$ cat src/verilog/drbe_consts.svh
`ifndef DRBE_CONSTS_SVH
`define DRBE_CONSTS_SVH

////////////////////////////////////////
// scene size
////////////////////////////////////////
`define DRBE_N_OBJ       4
`define DRBE_OBJ_ID_W    2

// one component of a complex sample
`define DRBE_DW          16
`define DRBE_CFG_W       32
// widened sum of four shifted products, re or im
`define DRBE_ACC_W       34

////////////////////////////////////////
// sample memory and run length
////////////////////////////////////////
`define DRBE_DEPTH_LOG2  10
`define DRBE_DEPTH       1024
`define DRBE_SCEN_LEN_W  14

// gains are signed Q2.14, 16384 is unity
`define DRBE_GAIN_FRAC   14
// accepting cycle to out_valid
`define DRBE_PIPE_LAT    3

// config word kind bit
`define DRBE_KIND_DELAY  1'b0
`define DRBE_KIND_GAIN   1'b1

// run sequencer states
`define DRBE_ST_IDLE     1'b0
`define DRBE_ST_RUN      1'b1

`endif

$ cat src/verilog/run_sequencer.sv
`timescale 1ns/1ps
`default_nettype none
`include "drbe_consts.svh"

module run_sequencer (
	input  logic                        CLK,
	input  logic                        reset,
	input  logic                        start,
	input  logic                        mem_ready,
	input  logic [`DRBE_SCEN_LEN_W-1:0] scenario_len,
	input  logic                        sample_valid,
	output logic                        run_active,
	output logic                        accept,
	output logic                        accept_last
);

	logic                        state;
	// samples still to take in this run
	logic [`DRBE_SCEN_LEN_W-1:0] remaining;

	////////////////////////////////////////
	// strobe qualification
	////////////////////////////////////////
	assign run_active  = (state == `DRBE_ST_RUN);
	// strobes outside a run are dropped here
	assign accept      = run_active & sample_valid;
	assign accept_last = accept & (remaining == `DRBE_SCEN_LEN_W'(1));

	////////////////////////////////////////
	// idle / run FSM
	////////////////////////////////////////
	always_ff @(posedge CLK) begin
		if (reset) begin
			state     <= `DRBE_ST_IDLE;
			remaining <= '0;
		end else begin
			case (state)
				`DRBE_ST_IDLE: begin
					// only with a cleared memory
					// zero length run is not opened
					if (start && mem_ready && (scenario_len != '0)) begin
						state     <= `DRBE_ST_RUN;
						remaining <= scenario_len;
					end
				end
				`DRBE_ST_RUN: begin
					if (accept) begin
						remaining <= remaining - 1'b1;
						// run_active drops the cycle after
						if (accept_last) begin
							state <= `DRBE_ST_IDLE;
						end
					end
				end
			endcase
		end
	end

endmodule

`default_nettype wire

$ cat config.mk
export PLATFORM = sky130hd
export DESIGN_NAME = run_sequencer
export DESIGN_NICKNAME = d
export VERILOG_FILES = /design/src/verilog/run_sequencer.sv
export VERILOG_INCLUDE_DIRS = /design/src /design/src/verilog
export SDC_FILE = /design/constraint.sdc
export NUM_CORES = 1
export LEC_CHECK = 0
export CORE_MARGIN = 4
export CORE_UTILIZATION = 42
export DETAILED_ROUTE_END_ITERATION = 8
export DONT_BUFFER_PORTS = 1
export SLEW_MARGIN = 20
export SYNTH_ARGS = -nofsm -noshare
export SYNTH_HDL_FRONTEND = slang
export SYNTH_SLANG_ARGS = --single-unit
$ cat constraint.sdc
create_clock -name CLK -period 2.13 [get_ports CLK]
set_input_delay 0.1065 -clock CLK [delete_from_list [all_inputs] [get_ports CLK]]
set_output_delay 0.1065 -clock CLK [all_outputs]
set_load 0.02 [all_outputs]
==> results.ini <==
[status]
outcome=finished, final reports clean

[placement]
routabilityCongestion=0.863
placed_cells=159
dp.final_hpwl_um=2290
port-buffer-count=0

[routing]
drt_wl_total_um=3240
wire_per_inst_um=19.6
ant_nets=0
drt_iter0_markers=53
vias=1173
drtPass1Iterations=4
drc=0
routed_via_density=7.11

[yosys]
synth.most_common_cell=dfxtp_1
syn_area_per_cell_um2=7.87
synth-edff-count=0
synth_commonest_cells=15 x dfxtp_1, 10 x nor2_1, 8 x a21oi_1
syn_area_um2=1060
ys_top_cells_by_area=dfxtp_1 28%, o31ai_1 4.9%, nor4_1 4.1%, a21oi_1 3.8%, nor2_1 3.5%
ys_warn_count=0
yosysSeqAreaShare_pct=28.3
synth-seq-cells=15
async_reset_ff_share_pct=0
synth_top_area_share_pct=28.3
synth_cells=135
synth_nets=156
ys_types=42
synth_flop_cell=dfxtp_1
synth_top_area_cell=dfxtp_1

[power]
clockPowerShare_pct=23.7
ir_drop_v=0.000275
netSwitchingFraction_pct=36.9
combPwrFrac_pct=33.0
p_leak_nw=0.406
p_per_area_nw_per_um2=646
p_int_w=0.000474
switchingPower_w=0.000277
p_seq_share_pct=43.3

[timing]
rsz0062_at_grt=false
fin_skew_ns=0.00145
setup_violations=0
final-hold-violation-count=0
fin_crit_ns=2.03
worst_slew_pin_slew_ns=0.612
relSlewSlack_pct=59.1
slew_viol_final=0
finalSetupTns_ns=0
period_share_pct=95.2
achievable-frequency_mhz=493

[critical_path]
crit_fanout=8
timing.rr.end=remaining[8]$_SDFFE_PP0P_
start_kind=flip-flop
slowest_delay_ns=0.53
ff2ff_setup_slack_ns=0.18
worstReg2RegStart=remaining[1]$_SDFFE_PP0P_
reg2reg_depth=6
crit_required_ns=2.02
critical_path_buf_inv_count=0
worstPathArrival_ns=1.92
cp_top_family=simple AND/OR/NAND/NOR gates
worstSetupEndpointType=output port
critPathKind=flip-flop to output port
path_cells=or3_1, nor4_2, and4_1
worst_path_max_delay_cell=or3_1

[global_route]
antenna_found_initial=0
grt_max_degree=16
grt_overflow=0
grt_pass1_wl_um=5270
grt_pass1_vias=1063
grt_usage_pct=20.4

[final_layout]
drive_above_1_share_pct=11.7
regArea_um2=300
utilization_pct=50.1
multi_input_area_um2=706
syn_to_final_growth_pct=9.42
fillers=231
fin_nets=159
antenna_cells=0
fin_cells=165

[clock_tree]
clkTransAtPathRegs_ns=0.10
cts_buffers=3
postCtsSetupBuffers=0
clock_latency_ns=0.29
tritoncts=yes
cts_max_path_buffers=2
htree_levels=1
root_buffer=clkbuf_4
cts_sinks=15

[run]
cap_viol_max_count=0

[worst_hold_path]
hold_path_end=remaining[10]$_SDFFE_PP0P_
hold_start=scenario_len[10]
min_path_type=input port to flip-flop
whs_path_depth=2

[die]
core_area_um2=2320
num_io_pins=22
die_height_um=58.3
die-area_um2=3400
fp.dieW_um=58.3
rows=17
start_util_pct=45.8

==> cell usage in the layout, fill, tap and decap left out, types with 2 or more instances in the layout <==
master,count
o31a_1,2
inv_1,2
clkinv_1,2
dfxtp_1,15
clkbuf_4,3
a31oi_1,3
o41a_1,3
or2_2,3
nand2_1,6
o31ai_1,7
ha_1,2
nor4_1,6
nor2_1,10
o311ai_1,4
o21ai_0,4
o32ai_1,3
o41ai_1,2
nand4_1,3
buf_4,8
nand3_1,3
or3_1,3
a21oi_1,8
and4_1,3
mux2i_1,2
dlygate4sd3_1,2
o311ai_0,2
a22oi_1,3
nor3_1,6
and3_1,2
==> how the worst max path moves through the flow <==
stage	slack, ns	start	cells past startpoint	end
finish	0.10	remaining[7]$_SDFFE_PP0P_	3	accept_last
CTS	0.0006	remaining[7]$_SDFFE_PP0P_	3	accept_last
global route	0.009	remaining[7]$_SDFFE_PP0P_	3	accept_last
detailed placement	0.12	remaining[1]$_SDFFE_PP0P_	6	remaining[8]$_SDFFE_PP0P_
floorplan	0.30	remaining[0]$_SDFFE_PP0P_	7	remaining[8]$_SDFFE_PP0P_
global placement	0.21	remaining[1]$_SDFFE_PP0P_	6	remaining[8]$_SDFFE_PP0P_
==> final cells by class <==
type / count / area share [%]
Inverter: 4 / 1.29
Multi-Input combinational cell: 104 / 60.7
Clock buffer: 4 / 2.26
Sequential cell: 15 / 25.8
Timing Repair Buffer: 10 / 6.89
Tap cell: 28 / 3.01
==> registers in the layout, indices dropped and copies added (netlist names) <==
signal,cells
remaining,14
run_active,1
==> metal layers <==
metal | part of all wire [%] | wire length [um] | GRT usage (%) | vias up
met1 | 44 | 1410 | 28.4 | 555
li1 | - | - | - | 552
met5 | 0 | 0 | 0 | -
met2 | 44 | 1430 | 30.6 | 58
met4 | 2.4 | 79 | 7.95 | 0
met3 | 9.8 | 317 | 4.17 | 8
==> per-stage QoR <==
step	instance area [um^2]	hold WS, ns	setup WS, ns	total power (W)
floorplan	1060	0.298	0.298	0.000514
global placement	1110	0.179	0.215	0.000556
detailed placement	1110	0.180	0.117	0.000557
CTS	1150	0.0246	0.000623	0.000739
global route	1160	0.00526	0.00912	0.000800
finish	1160	0.0243	0.102	0.000751
==> kinds of logic after synthesis <==
group | share of synthesized area (%)
mux | 1.88
fa+ha+maj | 2.36
simple gates | 27.3
compound gates | 33.9
flops | 28.3
buf+inv | 6.24
==> power groups by stage <==
stage | registers [W] | clock network (W) | logic [W]
2_1_floorplan | 0.000327 | 0 | 0.000186
3_3_place_gp | 0.000329 | 0 | 0.000226
3_5_place_dp | 0.000330 | 0 | 0.000227
4_1_cts | 0.000324 | 0.000180 | 0.000235
5_1_grt | 0.000328 | 0.000199 | 0.000272
6_report | 0.000325 | 0.000178 | 0.000248
==> what timing repair did <==
| item | 4_1_cts | 5_1_grt |
|---|---|---|
| endpoints found under the setup margin | 0 | 2 |
| resized for setup | 0 | 2 |
| hold buffers | 2 | 0 |
| endpoints found under the hold margin | 15 | 0 |
Note: power is estimated with default switching activity, not from simulation.
