[config.mk]
export PLATFORM = sky130hd
export DESIGN_NAME = scenario_table
export DESIGN_NICKNAME = d
export VERILOG_FILES = /design/src/verilog/drbe_pkg.sv /design/src/verilog/scenario_table.sv
export VERILOG_INCLUDE_DIRS = /design/src /design/src/verilog
export SDC_FILE = /design/constraint.sdc
export NUM_CORES = 1
export LEC_CHECK = 0
export ABC_CLOCK_PERIOD_IN_PS = 2650
export BUFFER_PORTS_ARGS = -buffer_cell sky130_fd_sc_hd__clkbuf_2
export CORE_MARGIN = 4
export CORE_UTILIZATION = 50
export CTS_BUF_LIST = sky130_fd_sc_hd__clkbuf_4 sky130_fd_sc_hd__clkbuf_8
export CTS_CLUSTER_SIZE = 20
export DETAILED_ROUTE_END_ITERATION = 6
export PLACE_DENSITY = 0.7
export SETUP_SLACK_MARGIN = 0.02
export SYNTH_ARGS = -nofsm -noshare
export SYNTH_HDL_FRONTEND = slang
export SYNTH_SLANG_ARGS = --single-unit
export TNS_END_PERCENT = 10
[constraint.sdc]
create_clock -name CLK -period 2.65 [get_ports CLK]
set_input_delay 0.3975 -clock CLK [delete_from_list [all_inputs] [get_ports CLK]]
set_output_delay 0.3975 -clock CLK [all_outputs]
set_load 0.01 [all_outputs]
[src/verilog/drbe_consts.svh]
`ifndef DRBE_CONSTS_SVH
`define DRBE_CONSTS_SVH

////////////////////////////////////////
// scene size
////////////////////////////////////////
`define DRBE_N_OBJ       4
`define DRBE_OBJ_ID_W    2

// one component of a complex sample
`define DRBE_DW          16
`define DRBE_CFG_W       32
// widened sum of four shifted products, re or im
`define DRBE_ACC_W       34

////////////////////////////////////////
// sample memory and run length
////////////////////////////////////////
`define DRBE_DEPTH_LOG2  10
`define DRBE_DEPTH       1024
`define DRBE_SCEN_LEN_W  14

// gains are signed Q2.14, 16384 is unity
`define DRBE_GAIN_FRAC   14
// accepting cycle to out_valid
`define DRBE_PIPE_LAT    3

// config word kind bit
`define DRBE_KIND_DELAY  1'b0
`define DRBE_KIND_GAIN   1'b1

// run sequencer states
`define DRBE_ST_IDLE     1'b0
`define DRBE_ST_RUN      1'b1

`endif

[src/verilog/drbe_pkg.sv]
`default_nettype none
`include "drbe_consts.svh"

package drbe_pkg;

	////////////////////////////////////////
	// datapath types
	////////////////////////////////////////

	// one word of the sample memory
	typedef logic [`DRBE_DEPTH_LOG2-1:0] tap_addr_t;

	// complex sample, re in the upper half
	typedef struct packed {
		logic signed [`DRBE_DW-1:0] re;
		logic signed [`DRBE_DW-1:0] im;
	} sample_s;

	// output stream beat
	typedef struct packed {
		sample_s data;
		logic    last;
	} out_beat_s;

	////////////////////////////////////////
	// configuration word views
	////////////////////////////////////////

	// kind 0, sets one object's delay
	typedef struct packed {
		logic                                                kind;
		logic [`DRBE_OBJ_ID_W-1:0]                           obj_id;
		logic [`DRBE_CFG_W-`DRBE_OBJ_ID_W-`DRBE_DEPTH_LOG2-2:0] unused;
		tap_addr_t                                           delay;
	} cfg_delay_s;

	// kind 1, sets one object's gain
	typedef struct packed {
		logic                                         kind;
		logic [`DRBE_OBJ_ID_W-1:0]                    obj_id;
		logic [`DRBE_CFG_W-`DRBE_OBJ_ID_W-`DRBE_DW-2:0] unused;
		logic signed [`DRBE_DW-1:0]                   gain;
	} cfg_gain_s;

	// kind and obj_id sit at the same place in both views
	typedef union packed {
		cfg_delay_s delay_v;
		cfg_gain_s  gain_v;
	} cfg_word_u;

endpackage

`default_nettype wire

[src/verilog/scenario_table.sv]
`timescale 1ns/1ps
`default_nettype none
`include "drbe_consts.svh"

module scenario_table (
	input  logic                       CLK,
	input  logic                       reset,
	input  logic                       cfg_valid,
	input  drbe_pkg::cfg_word_u        cfg_word,
	input  logic                       table_commit,
	output drbe_pkg::tap_addr_t        act_delay [`DRBE_N_OBJ],
	output logic signed [`DRBE_DW-1:0] act_gain  [`DRBE_N_OBJ]
);

	// staging copy, loaded word by word
	drbe_pkg::tap_addr_t        stg_delay [`DRBE_N_OBJ];
	logic signed [`DRBE_DW-1:0] stg_gain  [`DRBE_N_OBJ];

	// committed gains travel down alongside the samples
	// so a sample never mixes old delays with new gains
	logic signed [`DRBE_DW-1:0] gain_pipe [`DRBE_PIPE_LAT][`DRBE_N_OBJ];

	////////////////////////////////////////
	// staging writes
	////////////////////////////////////////
	always_ff @(posedge CLK) begin
		if (reset) begin
			for (int k = 0; k < `DRBE_N_OBJ; k++) begin
				stg_delay[k] <= drbe_pkg::tap_addr_t'(1);
				stg_gain[k]  <= '0;
			end
		end else if (cfg_valid) begin
			// kind bit picks the view
			case (cfg_word.delay_v.kind)
				`DRBE_KIND_DELAY: begin
					stg_delay[cfg_word.delay_v.obj_id] <= cfg_word.delay_v.delay;
				end
				`DRBE_KIND_GAIN: begin
					stg_gain[cfg_word.gain_v.obj_id] <= cfg_word.gain_v.gain;
				end
			endcase
		end
	end

	////////////////////////////////////////
	// commit, whole table at once
	////////////////////////////////////////
	always_ff @(posedge CLK) begin
		if (reset) begin
			for (int k = 0; k < `DRBE_N_OBJ; k++) begin
				act_delay[k] <= drbe_pkg::tap_addr_t'(1);
			end
		end else if (table_commit) begin
			// addresses of the next accepted sample use this
			act_delay <= stg_delay;
		end
	end

	always_ff @(posedge CLK) begin
		if (reset) begin
			for (int i = 0; i < `DRBE_PIPE_LAT; i++) begin
				for (int k = 0; k < `DRBE_N_OBJ; k++) begin
					gain_pipe[i][k] <= '0;
				end
			end
		end else begin
			if (table_commit) begin
				gain_pipe[0] <= stg_gain;
			end
			// two more stages, address reg and memory read
			for (int i = 1; i < `DRBE_PIPE_LAT; i++) begin
				gain_pipe[i] <= gain_pipe[i-1];
			end
		end
	end

	// reaches the multiplier with the first new sample
	assign act_gain = gain_pipe[`DRBE_PIPE_LAT-1];

endmodule

`default_nettype wire

==> flow_summary_export.csv <==
group,metric,value,unit
die,design.die.area,26200,µm²
routing,drtIter0Drc,316,
power_and_ir_drop,irDropWorstVdd,0.382,mV
routing,drc_errors,0,
cts,clock_sinks,336,
run,drv_cap,0,
critical_path,slowest_stage,"nor2b_4",
finish,fin_nets,1072,
global_routing,overflow,0,
sta,hold_violations,0,
global_routing,grt_pass1_vias,6181,
routing,ant_nets,0,
cts,htreeDepth,2,
cts,path_clk_slew,0.06,ns
sta,fin_ws,1.14,ns
synth,synth-edff-count,64,
cts,postCtsHoldBufs,0,
power_and_ir_drop,p_per_area,778,nW/µm²
global_routing,grt_max_degree,76,
place,dp_hpwl,11900,µm
die,die_y,162,µm
finish,drive_above_1_share,22.3,%
global_routing,track_usage,15.4,%
die,die_w,162,µm
finish,syn_to_final_growth,12.8,%
critical_path,crit_type,"in -> reg",
hold_path,min_from,"cfg_word[0]",
die,coreArea,23400,µm²
sta,setup_violations,0,
sta,fmax,664,MHz
critical_path,cp_num_buf_inv,1,
sta,skew,0.00888,ns
critical_path,crit_arrival,1.92,ns
synth,ys_ff_latch,336,
place,port_buffers,126,
synth,synthArstFlopShare,0,%
synth,synth.top_cells.by_area,"dfxtp_1, edfxtp_1, mux2i_1, nor2b_1, nand2b_1",
die,initial_core_util,50.6,%
synth,ys.flop_type,"dfxtp_1",
synth,syn_avg_cell_area,12.1,µm²
critical_path,crit_path_end_kind,"flip-flop",
critical_path,cp_top_family,"simple AND/OR/NAND/NOR gates",
outcome,outcome,"complete, no violations",
routing,routed_wl,19800,µm
critical_path,cp_max_fo,69,
critical_path,crit_path_cell_trace,"clkbuf_8, nor2b_4, and2_1",
sta,max_slew_margin,23.8,%
cts,postCtsSetupBuffers,0,
finish,fin_util,57.1,%
sta,worstMarginPinSlew,1.14,ns
synth,postSynthCellCount,980,
critical_path,cp.required,3.07,ns
synth,yosysTopAreaCellShare,46.0,%
sta,period_needed,1.51,ns
finish,fillCellCount,2027,
cts,post_cts_resized,0,
routing,first_pass_iters,4,
synth,synthDistinctLibCells,20,
cts,root_buffer,"clkbuf_8",
routing,dr_total_vias,6268,
synth,synth_area_leader_cell,"dfxtp_1",
sta,whs,0.165,ns
finish,num_antenna_cells,0,
place,place_congestion,0.740,
critical_path,start_kind,"primary input",
routing,vias_per_cell,4.48,
critical_path,r2r_start,"act_delay[10]",
power_and_ir_drop,finalPower,10.4,mW
global_routing,grt_first_pass_wirelength,32600,µm
die,num_io_pins,140,
die,rows,56,
sta,slew_violations,0,
synth,syn_nets,1016,
place,place_worst_setup_slack,0.564,ns
sta,post-route-period-util,56.8,%
routing,wire_per_inst,14.2,µm
power_and_ir_drop,power.leakage,6.00,nW
critical_path,slowest_delay,0.95,ns
global_routing,antenna_found_initial,0,
hold_path,min_path_cells,3,
sta,setup_tns,0,ns
hold_path,hold_class,"in -> reg",
cts,numCtsBuffers,52,
cts,cts_tree,"done",
sta,rsz0062_at_grt,"no",
synth,yosysSeqAreaShare,62.2,%
synth,synth_commonest_cells,"dfxtp_1, mux2i_1, nor2b_1, nand2b_1, buf_4",
hold_path,holdPathEnd,"stg_delay[30]",
cts,clock_latency,0.56,ns
synth,synthesis.area,11800,µm²
critical_path,regToRegEndpoint,"act_delay[10]",
synth,yosys_warnings,0,
critical_path,ff2ff_setup_slack,1.83,ns
cts,cts_buffer_depth,3,
critical_path,reg2regPathDepth,2,
synth,synth_most_common_cell,"dfxtp_1",
-- through the flow --
| stage | cells | area [µm²] |
|---|---|---|
| after floorplan | 980 | 11800 |
| after global placement | 1301 | 12200 |
| after detailed placement | 1301 | 12200 |
| after CTS | 1399 | 13400 |
| after global routing | 1399 | 13400 |
| final | 1399 | 13400 |
-- placed cells by master (no fill, tap or decap) --
cell type / instances
and4bb_2: 2
nor2_1: 41
clkbuf_2: 125
clkinvlp_4: 2
clkbuf_8: 69
edfxtp_1: 64
clkbuf_4: 24
or4b_4: 1
nand4bb_1: 3
a211o_1: 4
mux2i_1: 140
dfxtp_1: 272
bufinv_16: 1
or2_2: 1
nor4bb_2: 1
buf_12: 1
clkinv_2: 3
and2_1: 64
nand2b_1: 116
nor2b_1: 132
nor2b_4: 1
buf_4: 9
nand4b_1: 3
nand4_2: 1
-- power breakdown --
part	leakage (nW)	switching, mW	internal (mW)
Sequential	2.92	0.0438	5.35
Combinational	2.46	0.239	0.165
Clock	0.625	1.86	2.73
-- metal layers --
metal | global-route usage (%) | vias up | part of all wire, %
met3 | 3.98 | 27 | 6.1
met4 | 5.31 | 0 | 1.8
met1 | 21.2 | 2873 | 47
li1 | - | 3216 | -
met2 | 23.9 | 152 | 45
met5 | 0 | - | 0
-- worst min-delay path: cells and delay by family --
kind                   cells  cell delay (ns)
buffers and inverters      1             0.09
multiplexers               1             0.12
AND/OR/NAND/NOR            1             0.08
-- layout make-up --
| type | count | area (µm²) | share of cell area (%) |
|---|---|---|---|
| multi-input combinational | 510 | 3690 | 27.6 |
| clock inverter | 6 | 60.1 | 0.450 |
| clock buffer | 92 | 1120 | 8.35 |
| timing repair buffer | 136 | 727 | 5.44 |
| sequential | 336 | 7370 | 55.1 |
| tap | 319 | 399 | 2.99 |
-- flip-flops by register name, summed over array words and instances, names as in the netlist --
register / count
gain_pipe: 192
stg_gain: 64
act_delay: 40
stg_delay: 40
-- worst max-delay path by stage --
stage	start	end	cells after the start
2_1_floorplan	reset	gain_pipe[0][0]	5
3_3_place_gp	reset	gain_pipe[0][53]	3
3_5_place_dp	reset	gain_pipe[0][53]	3
4_1_cts	act_delay[13]	act_delay[13]	1
5_1_grt	reset	gain_pipe[0][51]	3
6_report	reset	gain_pipe[0][53]	3
-- logic make-up (layout without fill, tap and decap cells) --
logic type             after synthesis  after routing  share of synthesized area [%]
and+or+nand+nor                    366            366                           18.9
AOI/OAI and AO/OA                    4              4                          0.296
buffers and inverters              134            234                           6.74
muxes                              140            140                           11.8
DFF                                336            336                           62.2
(Power assumes the default switching activity.)
