`src/verilog/drbe_consts.svh`:
```
`ifndef DRBE_CONSTS_SVH
`define DRBE_CONSTS_SVH

////////////////////////////////////////
// scene size
////////////////////////////////////////
`define DRBE_N_OBJ       4
`define DRBE_OBJ_ID_W    2

// one component of a complex sample
`define DRBE_DW          16
`define DRBE_CFG_W       32
// widened sum of four shifted products, re or im
`define DRBE_ACC_W       34

////////////////////////////////////////
// sample memory and run length
////////////////////////////////////////
`define DRBE_DEPTH_LOG2  10
`define DRBE_DEPTH       1024
`define DRBE_SCEN_LEN_W  14

// gains are signed Q2.14, 16384 is unity
`define DRBE_GAIN_FRAC   14
// accepting cycle to out_valid
`define DRBE_PIPE_LAT    3

// config word kind bit
`define DRBE_KIND_DELAY  1'b0
`define DRBE_KIND_GAIN   1'b1

// run sequencer states
`define DRBE_ST_IDLE     1'b0
`define DRBE_ST_RUN      1'b1

`endif

```
`src/verilog/drbe_pkg.sv`:
```
`default_nettype none
`include "drbe_consts.svh"

package drbe_pkg;

	////////////////////////////////////////
	// datapath types
	////////////////////////////////////////

	// one word of the sample memory
	typedef logic [`DRBE_DEPTH_LOG2-1:0] tap_addr_t;

	// complex sample, re in the upper half
	typedef struct packed {
		logic signed [`DRBE_DW-1:0] re;
		logic signed [`DRBE_DW-1:0] im;
	} sample_s;

	// output stream beat
	typedef struct packed {
		sample_s data;
		logic    last;
	} out_beat_s;

	////////////////////////////////////////
	// configuration word views
	////////////////////////////////////////

	// kind 0, sets one object's delay
	typedef struct packed {
		logic                                                kind;
		logic [`DRBE_OBJ_ID_W-1:0]                           obj_id;
		logic [`DRBE_CFG_W-`DRBE_OBJ_ID_W-`DRBE_DEPTH_LOG2-2:0] unused;
		tap_addr_t                                           delay;
	} cfg_delay_s;

	// kind 1, sets one object's gain
	typedef struct packed {
		logic                                         kind;
		logic [`DRBE_OBJ_ID_W-1:0]                    obj_id;
		logic [`DRBE_CFG_W-`DRBE_OBJ_ID_W-`DRBE_DW-2:0] unused;
		logic signed [`DRBE_DW-1:0]                   gain;
	} cfg_gain_s;

	// kind and obj_id sit at the same place in both views
	typedef union packed {
		cfg_delay_s delay_v;
		cfg_gain_s  gain_v;
	} cfg_word_u;

endpackage

`default_nettype wire

```
`src/verilog/tap_address_gen.sv`:
```
`timescale 1ns/1ps
`default_nettype none
`include "drbe_consts.svh"

module tap_address_gen (
	input  logic                CLK,
	input  logic                reset,
	input  logic                accept,
	input  logic                accept_last,
	input  drbe_pkg::sample_s   sample_in,
	input  drbe_pkg::tap_addr_t act_delay [`DRBE_N_OBJ],
	output logic                wr_en,
	output drbe_pkg::tap_addr_t wr_addr,
	output drbe_pkg::sample_s   wr_data,
	output drbe_pkg::tap_addr_t rd_addr [`DRBE_N_OBJ],
	output logic                rd_stage_valid,
	output logic                rd_stage_last
);

	// next free slot, wraps with the depth
	drbe_pkg::tap_addr_t wr_ptr;

	// write lands at the end of the accepting cycle
	assign wr_en   = accept;
	assign wr_addr = wr_ptr;
	assign wr_data = sample_in;

	always_ff @(posedge CLK) begin
		if (reset) begin
			wr_ptr         <= '0;
			rd_stage_valid <= 1'b0;
			rd_stage_last  <= 1'b0;
		end else begin
			rd_stage_valid <= accept;
			rd_stage_last  <= accept & accept_last;
			if (accept) begin
				wr_ptr <= wr_ptr + 1'b1;
			end
		end
	end

	// tap k sits delay_k slots behind the sample just written
	// modulo depth by the address width
	always_ff @(posedge CLK) begin
		if (accept) begin
			for (int k = 0; k < `DRBE_N_OBJ; k++) begin
				rd_addr[k] <= wr_ptr - act_delay[k];
			end
		end
	end

endmodule

`default_nettype wire
```
`config.mk`:
```
export PLATFORM = sky130hd
export DESIGN_NAME = tap_address_gen
export DESIGN_NICKNAME = d
export VERILOG_FILES = /design/src/verilog/drbe_pkg.sv /design/src/verilog/tap_address_gen.sv
export VERILOG_INCLUDE_DIRS = /design/src /design/src/verilog
export SDC_FILE = /design/constraint.sdc
export NUM_CORES = 1
export LEC_CHECK = 0
export BUFFER_PORTS_ARGS = -buffer_cell sky130_fd_sc_hd__buf_4
export CORE_ASPECT_RATIO = 1.5
export CORE_MARGIN = 1.5
export CORE_UTILIZATION = 50
export CTS_CLUSTER_DIAMETER = 30
export DETAILED_ROUTE_END_ITERATION = 12
export GPL_TIMING_DRIVEN = 0
export PLACE_DENSITY_LB_ADDON = 0.1
export SYNTH_ARGS = -nofsm -noshare
export SYNTH_HDL_FRONTEND = slang
export SYNTH_SLANG_ARGS = --single-unit
```
`constraint.sdc`:
```
create_clock -name CLK -period 4.7 [get_ports CLK]
set_input_delay 0.705 -clock CLK [delete_from_list [all_inputs] [get_ports CLK]]
set_output_delay 0.705 -clock CLK [all_outputs]
set_load 0.02 [all_outputs]
```
==> metrics.log, run 1 <==
INFO  metric seq_area_frac_synth = 0.392
INFO  metric design.final.nets = 625
INFO  metric grt_pass1_wl = 13,000 um
INFO  metric synth_commonest_cells = sky130_fd_sc_hd__inv_1 (48), sky130_fd_sc_hd__edfxtp_1 (40), sky130_fd_sc_hd__nor2_1 (38)
INFO  metric synth.cell_area = 0.00368 mm2
INFO  metric synth_nets = 490
INFO  metric critical_path.endpoint_type = register
INFO  metric fraction_of_registers_with_async_set_reset = 0
INFO  metric die_outline_area = 0.00789 mm2
INFO  metric power = 0.00117 W
INFO  metric ctsHtreeMaxLevel = 2
INFO  metric port-buffer-count = 128
INFO  metric clock_insertion_delay_worst_skew = 0.31 ns
INFO  metric clock_path_buffers = 2
INFO  metric synth-main-ff-cell = sky130_fd_sc_hd__edfxtp_1
INFO  metric ys_ff_latch = 52
INFO  metric critPathMostFrequentCell = sky130_fd_sc_hd__inv_1
INFO  metric postSynthAreaPerCell = 9.86 um2
INFO  metric total_clock_buffers_created_by_cts = 5
INFO  metric antenna-diode-count = 0
INFO  metric grt_start_max_net_pins = 43
INFO  metric cts-hold-fix-buffers = 0
INFO  metric drc_errors = 0
INFO  metric finClkSkew = 0.0120 ns
INFO  metric startpoint_kind_of_the_worst_setup_timing_path = register
INFO  metric drt_first_pass_iters = 5
INFO  metric synth.area.top_cells = sky130_fd_sc_hd__edfxtp_1 (33%), sky130_fd_sc_hd__ha_1 (13%), sky130_fd_sc_hd__buf_4 (6.7%)
INFO  metric timing.hold.worst.class = in -> reg
INFO  metric drt_first_iter_violations = 76
INFO  metric clock_tree_from_tritoncts = yes
INFO  metric critical_path.max_fanout = 6
INFO  metric post_synth_num_cell_types = 37
INFO  metric period_needed = 2.32 ns
INFO  metric drive_gt1_frac = 0.350
INFO  metric library_cell_occupying_the_most_area_in_the_post_synthesis_netlist = sky130_fd_sc_hd__edfxtp_1
INFO  metric cts_root_buffer = sky130_fd_sc_hd__clkbuf_8
INFO  metric area_growth_syn_to_layout = 32.5%
INFO  metric power.leakage = 2.38 nW
INFO  metric status = completed
INFO  metric cts_resized = 0
INFO  metric ir_worst_vdd = 126 uV
INFO  metric timing.slew.headroom = 0.561
INFO  metric timing.fmax = 0.430 GHz
INFO  metric wirelength = 8380 um
INFO  metric critPathRequiredTime = 4.77 ns
INFO  metric hold_violations = 0
INFO  metric yosysWarningCount = 0
INFO  metric place_hpwl = 6420 um
INFO  metric grt_antenna_before_repair = 0
INFO  metric via_density = 5.03
INFO  metric start_util = 0.512
INFO  metric leading_cell_type_by_number_of_instances_after_synthesis = sky130_fd_sc_hd__inv_1
INFO  metric fin_setup_tns = 0 ns
INFO  metric arrival = 2.39 ns
INFO  metric gr-total-overflow = 0
INFO  metric syn-instance-count = 373
INFO  metric period_share = 0.494
INFO  metric power.density = 239 mW/mm2
INFO  metric timing_worst_setup_path_type = reg -> reg
INFO  metric route.antenna.remaining_nets = 0
INFO  metric cp_cell_sequence = inv_1 > ha_1 > inv_1 > fa_1 > a21oi_1 > o211ai_1 > nor3_1 > o21bai_1 > xor2_1
INFO  metric critical_path.max_stage_delay = 0.39 ns
INFO  metric placeableCoreArea = 0.00718 mm2
INFO  metric post-cts-setup-buffer-count = 0
INFO  metric dr_total_vias = 3,063
INFO  metric cts.sinks = 52
INFO  metric number_of_global_route_vias_before_repair = 2,991
INFO  metric fp.dieH = 108 um
INFO  metric maxCapViolCount = 0
INFO  metric maxSlewViolCount = 0
INFO  metric netlist.area_leader.share = 0.327
INFO  metric worst-slew-pin-transition = 0.658 ns
INFO  metric placementRows = 38
INFO  metric pin_count = 161
INFO  metric gpl_wtd_cong = 0.875
INFO  metric setup_viol = 0
INFO  metric cts.reportedPaths.clkPinSlew = 0.10 ns
INFO  metric rsz0062_at_grt = false
INFO  metric grt_util_all_layers = 0.216
INFO  metric synth_edf_count = 40
INFO  metric critPathSlowestCell = sky130_fd_sc_hd__fa_1
INFO  metric chipWidth = 73.0 um
INFO  metric route.detailed.wl_per_inst = 13.8 um
-- critical path, delay by kind of cell, from the launching register on --
family                   cells  cell delay, ns
buffers and inverters        2            0.25
adder cells (fa/ha/maj)      2            0.61
AO/OA/AOI/OAI                3            0.51
XOR/XNOR                     1            0.16
AND/OR/NAND/NOR              1            0.18
flip-flops                   1            0.38
-- kinds of logic after synthesis --
kind of cell / count (synthesis) / synth area share
flops: 52 / 0.392
fa+ha+maj: 41 / 0.148
xor+xnor: 41 / 0.0977
buf+inv: 88 / 0.129
mux: 1 / 0.00272
compound gates: 60 / 0.117
simple gates: 90 / 0.115
-- final timing paths --
check	startpoint	endpoint	slack [ns]	depth (start not counted)
hold / removal	reset	rd_stage_valid$_SDFF_PP0_	0.56	2
setup / recovery	wr_addr[0]$_SDFFE_PP0P_	rd_addr[18]$_DFFE_PP_	2.38	9
hold reg to reg	wr_addr[0]$_SDFFE_PP0P_	wr_addr[0]$_SDFFE_PP0P_	0.61	2
setup reg to reg	wr_addr[0]$_SDFFE_PP0P_	rd_addr[18]$_DFFE_PP_	2.38	9
-- metal layers --
metal	routed length, um	GRT usage	part of all wire	vias to the layer above
met1	3040	0.226	0.36	1390
li1	-	-	-	1518
met3	593	0.0363	0.071	11
met4	183	0.0741	0.022	0
met2	4560	0.419	0.54	144
met5	0	0	0	-
-- cells in the final DEF, fill, tap and decap left out, drive strengths merged, types with 9 or more instances in the layout --
cell type,n
xnor2,26
edfxtp,40
xor2,15
o21ai,10
ha,37
inv,48
a21oi,12
nand2,10
nor2,40
dfxtp,12
nand3,9
buf,166
nand4,12
-- sequential cells by signal, summed over array words and instances, names as in the netlist --
register	count
rd_addr	40
wr_addr	10
rd_stage_last	1
rd_stage_valid	1
-- through the flow --
stage,util,cell area (um2),cells,hold slack [ns],setup WS [ns]
after floorplan,-,3680,373,0.640,2.50
after global placement,0.663,4760,601,0.584,2.25
after detailed placement,0.663,4760,601,0.583,2.26
after CTS,0.678,4870,609,0.548,2.40
after global routing,0.678,4870,609,0.547,2.27
final,0.678,4870,609,0.557,2.38
-- power by group --
part           switching (W)  internal [W]
clock network       0.000149      0.000158
logic               0.000160      0.000147
registers          0.0000147      0.000536
-- layout make-up --
class                   count  area, um2
inverters                  48        180
plain buffers              40        293
clock inverters             2       35.0
flip-flops and latches     52       1440
fillers                   625       2310
clock buffers               6       72.6
repair buffers            128        961
multi-input cells         233       1760
well taps                 100        125
Power figures use the tool's default switching activity.
==> run 2, diff against run 1 <==
Settings changed: CORE_UTILIZATION 50 to 44.
Clock period 4.7 ns to 2.1 ns, I/O delays scaled along.
==> metrics.log, run 2 (synthesized netlist as in run 1, its figures left out) <==
INFO  metric period_needed = 2.03 ns (-0.289 ns)
INFO  metric total_clock_buffers_created_by_cts = 5 (unchanged)
INFO  metric grt_pass1_wl = 13,500 um (+3.4%)
INFO  metric multi_input_comb_area = 0.00180 mm2 (+2.1%)
INFO  metric grt_start_max_net_pins = 43 (unchanged)
INFO  metric area_growth_syn_to_layout = 35.6%
INFO  metric cts.reportedPaths.clkPinSlew = 0.07 ns (-0.03 ns)
INFO  metric rsz0062_at_grt = true
INFO  metric route.detailed.wl_per_inst = 13.8 um (+0.27%)
INFO  metric drt_first_iter_violations = 93 (+22%)
INFO  metric timing.slew.headroom = 0.639 (+0.0783)
INFO  metric clkPwrFrac = 0.301 (+0.037)
INFO  metric status = completed
INFO  metric maxCapViolCount = 0 (unchanged)
INFO  metric timing_worst_setup_path_type = reg -> reg
INFO  metric sequentialPowerShare = 0.446 (-0.027)
INFO  metric route.antenna.remaining_nets = 0 (unchanged)
INFO  metric ctsHtreeMaxLevel = 2 (unchanged)
INFO  metric placementRows = 40 (+5.3%)
INFO  metric fin_setup_tns = 0 ns (unchanged)
INFO  metric worst-slew-pin-transition = 0.542 ns (-0.117 ns)
INFO  metric fp.dieH = 115 um (+6.4%)
INFO  metric ir_worst_vdd = 402 uV (+220%)
INFO  metric drive_gt1_frac = 0.387 (+0.0378)
INFO  metric pin_count = 161 (unchanged)
INFO  metric dr_total_vias = 3,063 (unchanged)
INFO  metric start_util = 0.456 (-0.0558)
INFO  metric timing.hold.worst.class = in -> reg
INFO  metric final_design_area_no_fill = 0.00499 mm2 (+2.4%)
INFO  metric cts-hold-fix-buffers = 0 (unchanged)
INFO  metric via_density = 4.97 (-1.1%)
INFO  metric period_share = 0.969 (+0.475)
INFO  metric cts.sinks = 52 (unchanged)
INFO  metric power = 0.00277 W (+140%)
INFO  metric finClkSkew = 0.00537 ns (-0.00667 ns)
INFO  metric gr-total-overflow = 0 (unchanged)
INFO  metric clock_path_buffers = 2 (unchanged)
INFO  metric cts_root_buffer = sky130_fd_sc_hd__clkbuf_16
INFO  metric drt_first_pass_iters = 4 (-1)
INFO  metric hold_violations = 0 (unchanged)
INFO  metric seq_area = 0.00145 mm2 (+0.78%)
INFO  metric power_frac_comb = 0.253 (-0.011)
INFO  metric critical_path.max_fanout = 5 (-1)
INFO  metric chipWidth = 77.6 um (+6.3%)
INFO  metric gpl_wtd_cong = 0.830 (-5.2%)
INFO  metric critPathRequiredTime = 2.14 ns (-2.63 ns)
INFO  metric netSwitchingFraction = 0.274 (-0.00377)
INFO  metric max_flop_register = rd_addr
INFO  metric power.density = 556 mW/mm2 (+130%)
INFO  metric clock_tree_from_tritoncts = yes
INFO  metric fill_cells = 694 (+11%)
INFO  metric arrival = 2.08 ns (-0.31 ns)
INFO  metric layout_common_cells = sky130_fd_sc_hd__buf_4 (163), sky130_fd_sc_hd__inv_1 (47), sky130_fd_sc_hd__edfxtp_1 (40)
INFO  metric setup_viol = 0 (unchanged)
INFO  metric antenna-diode-count = 0 (unchanged)
INFO  metric critical_path.endpoint_type = register
INFO  metric fin_util = 0.619 (-0.0597)
INFO  metric place_hpwl = 6530 um (+1.9%)
INFO  metric clock_insertion_delay_worst_skew = 0.29 ns (-0.02 ns)
INFO  metric largest_register_ff_count = 40 (unchanged)
INFO  metric power.leakage = 2.42 nW (+1.4%)
INFO  metric maxSlewViolCount = 0 (unchanged)
INFO  metric post_dp_cell_area = 0.00477 mm2 (+0.13%)
INFO  metric drc_errors = 0 (unchanged)
INFO  metric grt_util_all_layers = 0.194 (-0.0214)
INFO  metric design.final.nets = 627 (+0.32%)
INFO  metric startpoint_kind_of_the_worst_setup_timing_path = register
INFO  metric number_of_global_route_vias_before_repair = 2,977 (-0.47%)
INFO  metric most_common_cell_after_layout_fill_and_taps_aside = sky130_fd_sc_hd__buf_4
INFO  metric port-buffer-count = 128 (unchanged)
INFO  metric timing.fmax = 0.491 GHz (+14%)
INFO  metric switching_power = 0.000760 W (+130%)
INFO  metric internal = 0.00201 W (+140%)
INFO  metric placeableCoreArea = 0.00806 mm2 (+12%)
INFO  metric wirelength = 8500 um (+1.4%)
INFO  metric grt_antenna_before_repair = 0 (unchanged)
INFO  metric die_outline_area = 0.00893 mm2 (+13%)
run 2: cell types whose count changed in the layout (fill, tap and decap cells not counted), sizes merged:
cell,previous run,this run
buf,166,168
bufinv,1,0
clkinv,1,2
run 2: stage by stage:
step,setup WS (ns),hold WS (ns),std cells
detailed placement,-0.219,0.506,606
finish,0.0652,0.205,616
CTS,0.00655,0.192,615
global placement,-0.169,0.503,606
floorplan,0.00197,0.394,373
global route,-0.0599,0.200,616
run 2: cell type report:
type                            count  area share
Clock buffer                        6      0.0279
Inverter                           48      0.0371
Sequential cell                    52       0.291
Tap cell                          105      0.0263
Buffer                             40      0.0587
Clock inverter                      2     0.00201
Multi-Input combinational cell    233       0.361
Timing Repair Buffer              130       0.196
run 2: what timing repair did:
item | 4_1_cts | 5_1_grt
endpoints found under the setup margin | 10 | 10
gates cloned | 0 | 0
buffers inserted | 1 | 1
pin swaps | 2 | 15
gates resized for setup | 11 | 10
run 2: worst paths after layout:
path                                         startpoint                   endpoint  slack, ns  depth (start not counted)
worst max-delay path            wr_addr[0]$_SDFFE_PP0P_      rd_addr[38]$_DFFE_PP_       0.07                          9
worst min register to register  wr_addr[0]$_SDFFE_PP0P_    wr_addr[0]$_SDFFE_PP0P_       0.57                          2
worst min-delay path                              reset  rd_stage_valid$_SDFF_PP0_       0.21                          2
worst max register to register  wr_addr[0]$_SDFFE_PP0P_      rd_addr[38]$_DFFE_PP_       0.07                          9
run 2: critical path, stage by stage (launching register included):
cell and delay [ns]:
sky130_fd_sc_hd__dfxtp_4 0.37, sky130_fd_sc_hd__inv_6 0.08, sky130_fd_sc_hd__ha_2 0.18, sky130_fd_sc_hd__inv_1 0.05, sky130_fd_sc_hd__fa_2 0.35, sky130_fd_sc_hd__a21oi_2 0.18, sky130_fd_sc_hd__o211ai_1 0.12, sky130_fd_sc_hd__nor3_1 0.19
sky130_fd_sc_hd__o21bai_1 0.11, sky130_fd_sc_hd__xor2_1 0.15
run 2: power by group through the flow:
stage               Sequential (W)  Combinational [W]  Clock, W
global route               0.00124           0.000764  0.000902
floorplan                  0.00135           0.000313         0
detailed placement         0.00126           0.000688         0
CTS                        0.00124           0.000698  0.000856
finish                     0.00124           0.000702  0.000835
global placement           0.00126           0.000675         0
run 2: metal layers:
metal,routed length [um],part of all wire,global-route usage
met1,3190,0.38,0.206
met2,4620,0.54,0.377
met3,534,0.063,0.0310
met4,149,0.018,0.0776
met5,0,0,0
==> run 3, diff against run 2 <==
Settings changed: ABC_AREA from default to 1, CTS_CLUSTER_SIZE from default to 25, SKIP_LAST_GASP from default to 1.
==> metrics.log, run 3 <==
INFO  metric wl_met2 = 4840 um (+4.7%)
INFO  metric total_clock_buffers_created_by_cts = 5 (unchanged)
INFO  metric wirelength = 8860 um (+4.3%)
INFO  metric antenna-diode-count = 0 (unchanged)
INFO  metric hold_violations = 0 (unchanged)
INFO  metric die_outline_area = 0.00919 mm2 (+3.0%)
INFO  metric fraction_of_registers_with_async_set_reset = 0 (unchanged)
INFO  metric power.density = 562 mW/mm2 (+1.1%)
INFO  metric route.detailed.wl_per_inst = 12.6 um (-8.5%)
INFO  metric route.antenna.remaining_nets = 0 (unchanged)
INFO  metric ir_worst_vdd = 355 uV (-12%)
INFO  metric dr_total_vias = 3,379 (+10%)
INFO  metric start_util = 0.451 (-0.00574)
INFO  metric critical_path.endpoint_type = register
INFO  metric timing.slew.headroom = 0.576 (-0.0626)
INFO  metric critPathMostFrequentCell = sky130_fd_sc_hd__nand2_1
INFO  metric grt_start_max_net_pins = 49 (+14%)
INFO  metric period_share = 0.909 (-0.0597)
INFO  metric grt_antenna_before_repair = 0 (unchanged)
INFO  metric cts.reportedPaths.clkPinSlew = 0.07 ns (about the same)
INFO  metric rsz0062_at_grt = false
INFO  metric maxCapViolCount = 0 (unchanged)
INFO  metric placementRows = 41 (+2.5%)
INFO  metric most_common_cell_after_layout_fill_and_taps_aside = sky130_fd_sc_hd__buf_4
INFO  metric maxUsedRoutingLayer = met4
INFO  metric arrival = 1.95 ns (-0.13 ns)
INFO  metric largest_register_ff_count = 40 (unchanged)
INFO  metric synth_nets = 576 (+18%)
INFO  metric timing.critical_path.max_delay_family = adder cells
INFO  metric drc_errors = 0 (unchanged)
INFO  metric design.final.nets = 711 (+13%)
INFO  metric max_flop_register = rd_addr
INFO  metric cts.sinks = 52 (unchanged)
INFO  metric final_cells = 702 (+14%)
INFO  metric met1_length = 3300 um (+3.4%)
INFO  metric status = completed
INFO  metric drt_first_iter_violations = 109 (+17%)
INFO  metric critical_path.max_stage_delay = 0.41 ns (+0.04 ns)
INFO  metric synth_commonest_cells = sky130_fd_sc_hd__nand2_1 (105), sky130_fd_sc_hd__inv_1 (72), sky130_fd_sc_hd__nor2_1 (44)
INFO  metric netlist.area_leader.share = 0.317 (-0.00981)
INFO  metric placed_cells = 694 (+15%)
INFO  metric clock_insertion_delay_worst_skew = 0.29 ns (about the same)
INFO  metric post_synth_num_cell_types = 24 (-35%)
INFO  metric library_cell_occupying_the_most_area_in_the_post_synthesis_netlist = sky130_fd_sc_hd__edfxtp_1
INFO  metric clock_path_buffers = 2 (unchanged)
INFO  metric ys_ff_latch = 52 (unchanged)
INFO  metric holdCritStartpoint = reset
INFO  metric startpoint_kind_of_the_worst_setup_timing_path = register
INFO  metric area_growth_syn_to_layout = 33.2%
INFO  metric number_of_global_route_vias_before_repair = 3,109 (+4.4%)
INFO  metric grt_util_all_layers = 0.196 (+0.00189)
INFO  metric setup_viol = 0 (unchanged)
INFO  metric timing_worst_setup_path_type = reg -> reg
INFO  metric finClkSkew = 0.00549 ns (+0.000124 ns)
INFO  metric power.leakage = 2.75 nW (+14%)
INFO  metric synth.area.top_cells = sky130_fd_sc_hd__edfxtp_1 (32%), sky130_fd_sc_hd__ha_1 (12%), sky130_fd_sc_hd__nand2_1 (10%)
INFO  metric period_needed = 1.91 ns (-0.125 ns)
INFO  metric clock_tree_from_tritoncts = yes
INFO  metric maxSlewViolCount = 0 (unchanged)
INFO  metric r2r_start = wr_addr[0]$_SDFFE_PP0P_
INFO  metric post-cts-setup-buffer-count = 0 (-1)
INFO  metric reg2reg_depth = 9 (unchanged)
INFO  metric synth_edf_count = 40 (unchanged)
INFO  metric chipWidth = 78.8 um (+1.5%)
INFO  metric reg2reg_slack = 0.19 ns (+0.13 ns)
INFO  metric port-buffer-count = 128 (unchanged)
INFO  metric seq_area_frac_synth = 0.380 (-0.0118)
INFO  metric timing.fmax = 0.524 GHz (+6.6%)
INFO  metric placeableCoreArea = 0.00841 mm2 (+4.4%)
INFO  metric regToRegEndpoint = rd_addr[18]$_DFFE_PP_
INFO  metric grt_pass1_wl = 13,700 um (+1.7%)
INFO  metric via_density = 4.81 (-3.2%)
INFO  metric place_hpwl = 6970 um (+6.6%)
INFO  metric drive_gt1_frac = 0.297 (-0.0900)
INFO  metric synth.cell_area = 0.00379 mm2 (+3.1%)
INFO  metric postSynthAreaPerCell = 8.26 um2 (-16%)
INFO  metric leading_cell_type_by_number_of_instances_after_synthesis = sky130_fd_sc_hd__nand2_1
INFO  metric final.hold.worst_slack = 0.219 ns (+0.0138 ns)
INFO  metric fp.dieH = 117 um (+1.5%)
INFO  metric gpl_wtd_cong = 0.867 (+4.4%)
INFO  metric timing.critical_path.buf_inv = 2 (unchanged)
INFO  metric ctsHtreeMaxLevel = 2 (unchanged)
INFO  metric cp_cell_sequence = inv_2 > ha_1 > inv_1 > fa_1 > nand3_1 > nand2_1 > nand2_1 > nand2_1 > xor2_1
INFO  metric critical_path.max_fanout = 5 (unchanged)
INFO  metric worst-slew-pin-transition = 0.635 ns (+0.0930 ns)
INFO  metric hold_path_depth = 2 (unchanged)
INFO  metric drt_first_pass_iters = 4 (unchanged)
INFO  metric synth-main-ff-cell = sky130_fd_sc_hd__edfxtp_1
INFO  metric critPathRequiredTime = 2.15 ns (about the same)
INFO  metric layout_common_cells = sky130_fd_sc_hd__buf_4 (161), sky130_fd_sc_hd__nand2_1 (105), sky130_fd_sc_hd__inv_1 (71)
INFO  metric dr_wl_met3 = 560 um (+4.9%)
INFO  metric fin_setup_tns = 0 ns (unchanged)
INFO  metric yosysWarningCount = 0 (unchanged)
INFO  metric syn-instance-count = 459 (+23%)
INFO  metric min_delay_worst_endpoint = rd_stage_last$_SDFF_PP0_
INFO  metric timing.hold.worst.class = in -> reg
INFO  metric critPathSlowestCell = sky130_fd_sc_hd__fa_1
INFO  metric gr-total-overflow = 0 (unchanged)
INFO  metric cts_root_buffer = sky130_fd_sc_hd__clkbuf_16
INFO  metric pin_count = 161 (unchanged)
==> run 3: changes by cell type in the layout (fill, tap and decap cells not counted), sizes merged, moves of 5 or more <==
| cell | before | now |
|---|---|---|
| xnor2 | 26 | 8 |
| a21oi | 12 | 27 |
| nand2b | 8 | 0 |
| o21ai | 10 | 3 |
| a211oi | 6 | 0 |
| nor3 | 8 | 1 |
| inv | 48 | 72 |
| nand2 | 10 | 106 |
| xor2 | 15 | 20 |
| buf | 168 | 162 |
| nor2 | 40 | 48 |
| nand3 | 9 | 30 |
==> run 3: layer usage <==
metal  vias up  track usage
met5         -            0
met4         0       0.0643
met3        12       0.0398
met2       131        0.388
met1      1514        0.203
li1       1722            -
==> run 3: final cells by class <==
class	instances	area [um2]
buffer	34	253
sequential	52	1440
multi-input combinational	301	1830
inverter	72	270
clock inverter	2	35.0
timing repair buffer	128	961
fill	792	3360
tap	107	134
clock buffer	6	129
==> run 3: worst max path at each step <==
stage / start / to / slack (ns) / depth (start not counted)
floorplan: wr_addr[0]$_SDFFE_PP0P_ / rd_addr[16]$_DFFE_PP_ / 0.29 / 9
global placement: wr_addr[0]$_SDFFE_PP0P_ / rd_addr[28]$_DFFE_PP_ / 0.10 / 9
detailed placement: wr_addr[0]$_SDFFE_PP0P_ / rd_addr[28]$_DFFE_PP_ / 0.09 / 9
CTS: wr_addr[0]$_SDFFE_PP0P_ / rd_addr[28]$_DFFE_PP_ / 0.09 / 9
global route: wr_addr[0]$_SDFFE_PP0P_ / rd_addr[18]$_DFFE_PP_ / 0.04 / 9
finish: wr_addr[0]$_SDFFE_PP0P_ / rd_addr[18]$_DFFE_PP_ / 0.19 / 9
==> run 3: metrics by stage <==
stage	area, um2	worst slack [ns]	utilization	power, W
2_1_floorplan	3790	0.290	-	0.00165
3_3_place_gp	4890	0.104	0.581	0.00193
3_5_place_dp	4890	0.0947	0.581	0.00194
4_1_cts	5050	0.0871	0.600	0.00286
5_1_grt	5050	0.0425	0.600	0.00297
6_report	5050	0.190	0.600	0.00284
==> run 3: worst register-to-register path: cells and delay by family (launching register included) <==
kind | cells | cell delay, ns
flops | 1 | 0.35
simple gates | 4 | 0.35
xor+xnor | 1 | 0.15
buf+inv | 2 | 0.23
fa+ha+maj | 2 | 0.59
==> run 3: power breakdown <==
part	leakage [nW]	switching, W	internal [W]
sequential	0.489	0.0000310	0.00120
clock	0.0808	0.000361	0.000561
combinational	2.18	0.000367	0.000314
total	2.75	0.000759	0.00208
==> run 3: timing repair <==
| item | 4_1_cts | 5_1_grt |
|---|---|---|
| gates resized for setup | 0 | 1 |
| hold buffers | 0 | 0 |
| endpoints found under the setup margin | 0 | 5 |
==> run 3: cells by family after synthesis <==
family | count (synthesis) | share of synthesized area
and+or+nand+nor | 194 | 0.217
xor gates and xnor gates | 28 | 0.0647
DFF | 52 | 0.380
adders and majority gates | 41 | 0.143
AOI/OAI and AO/OA | 38 | 0.0564
buffers and inverters | 106 | 0.138
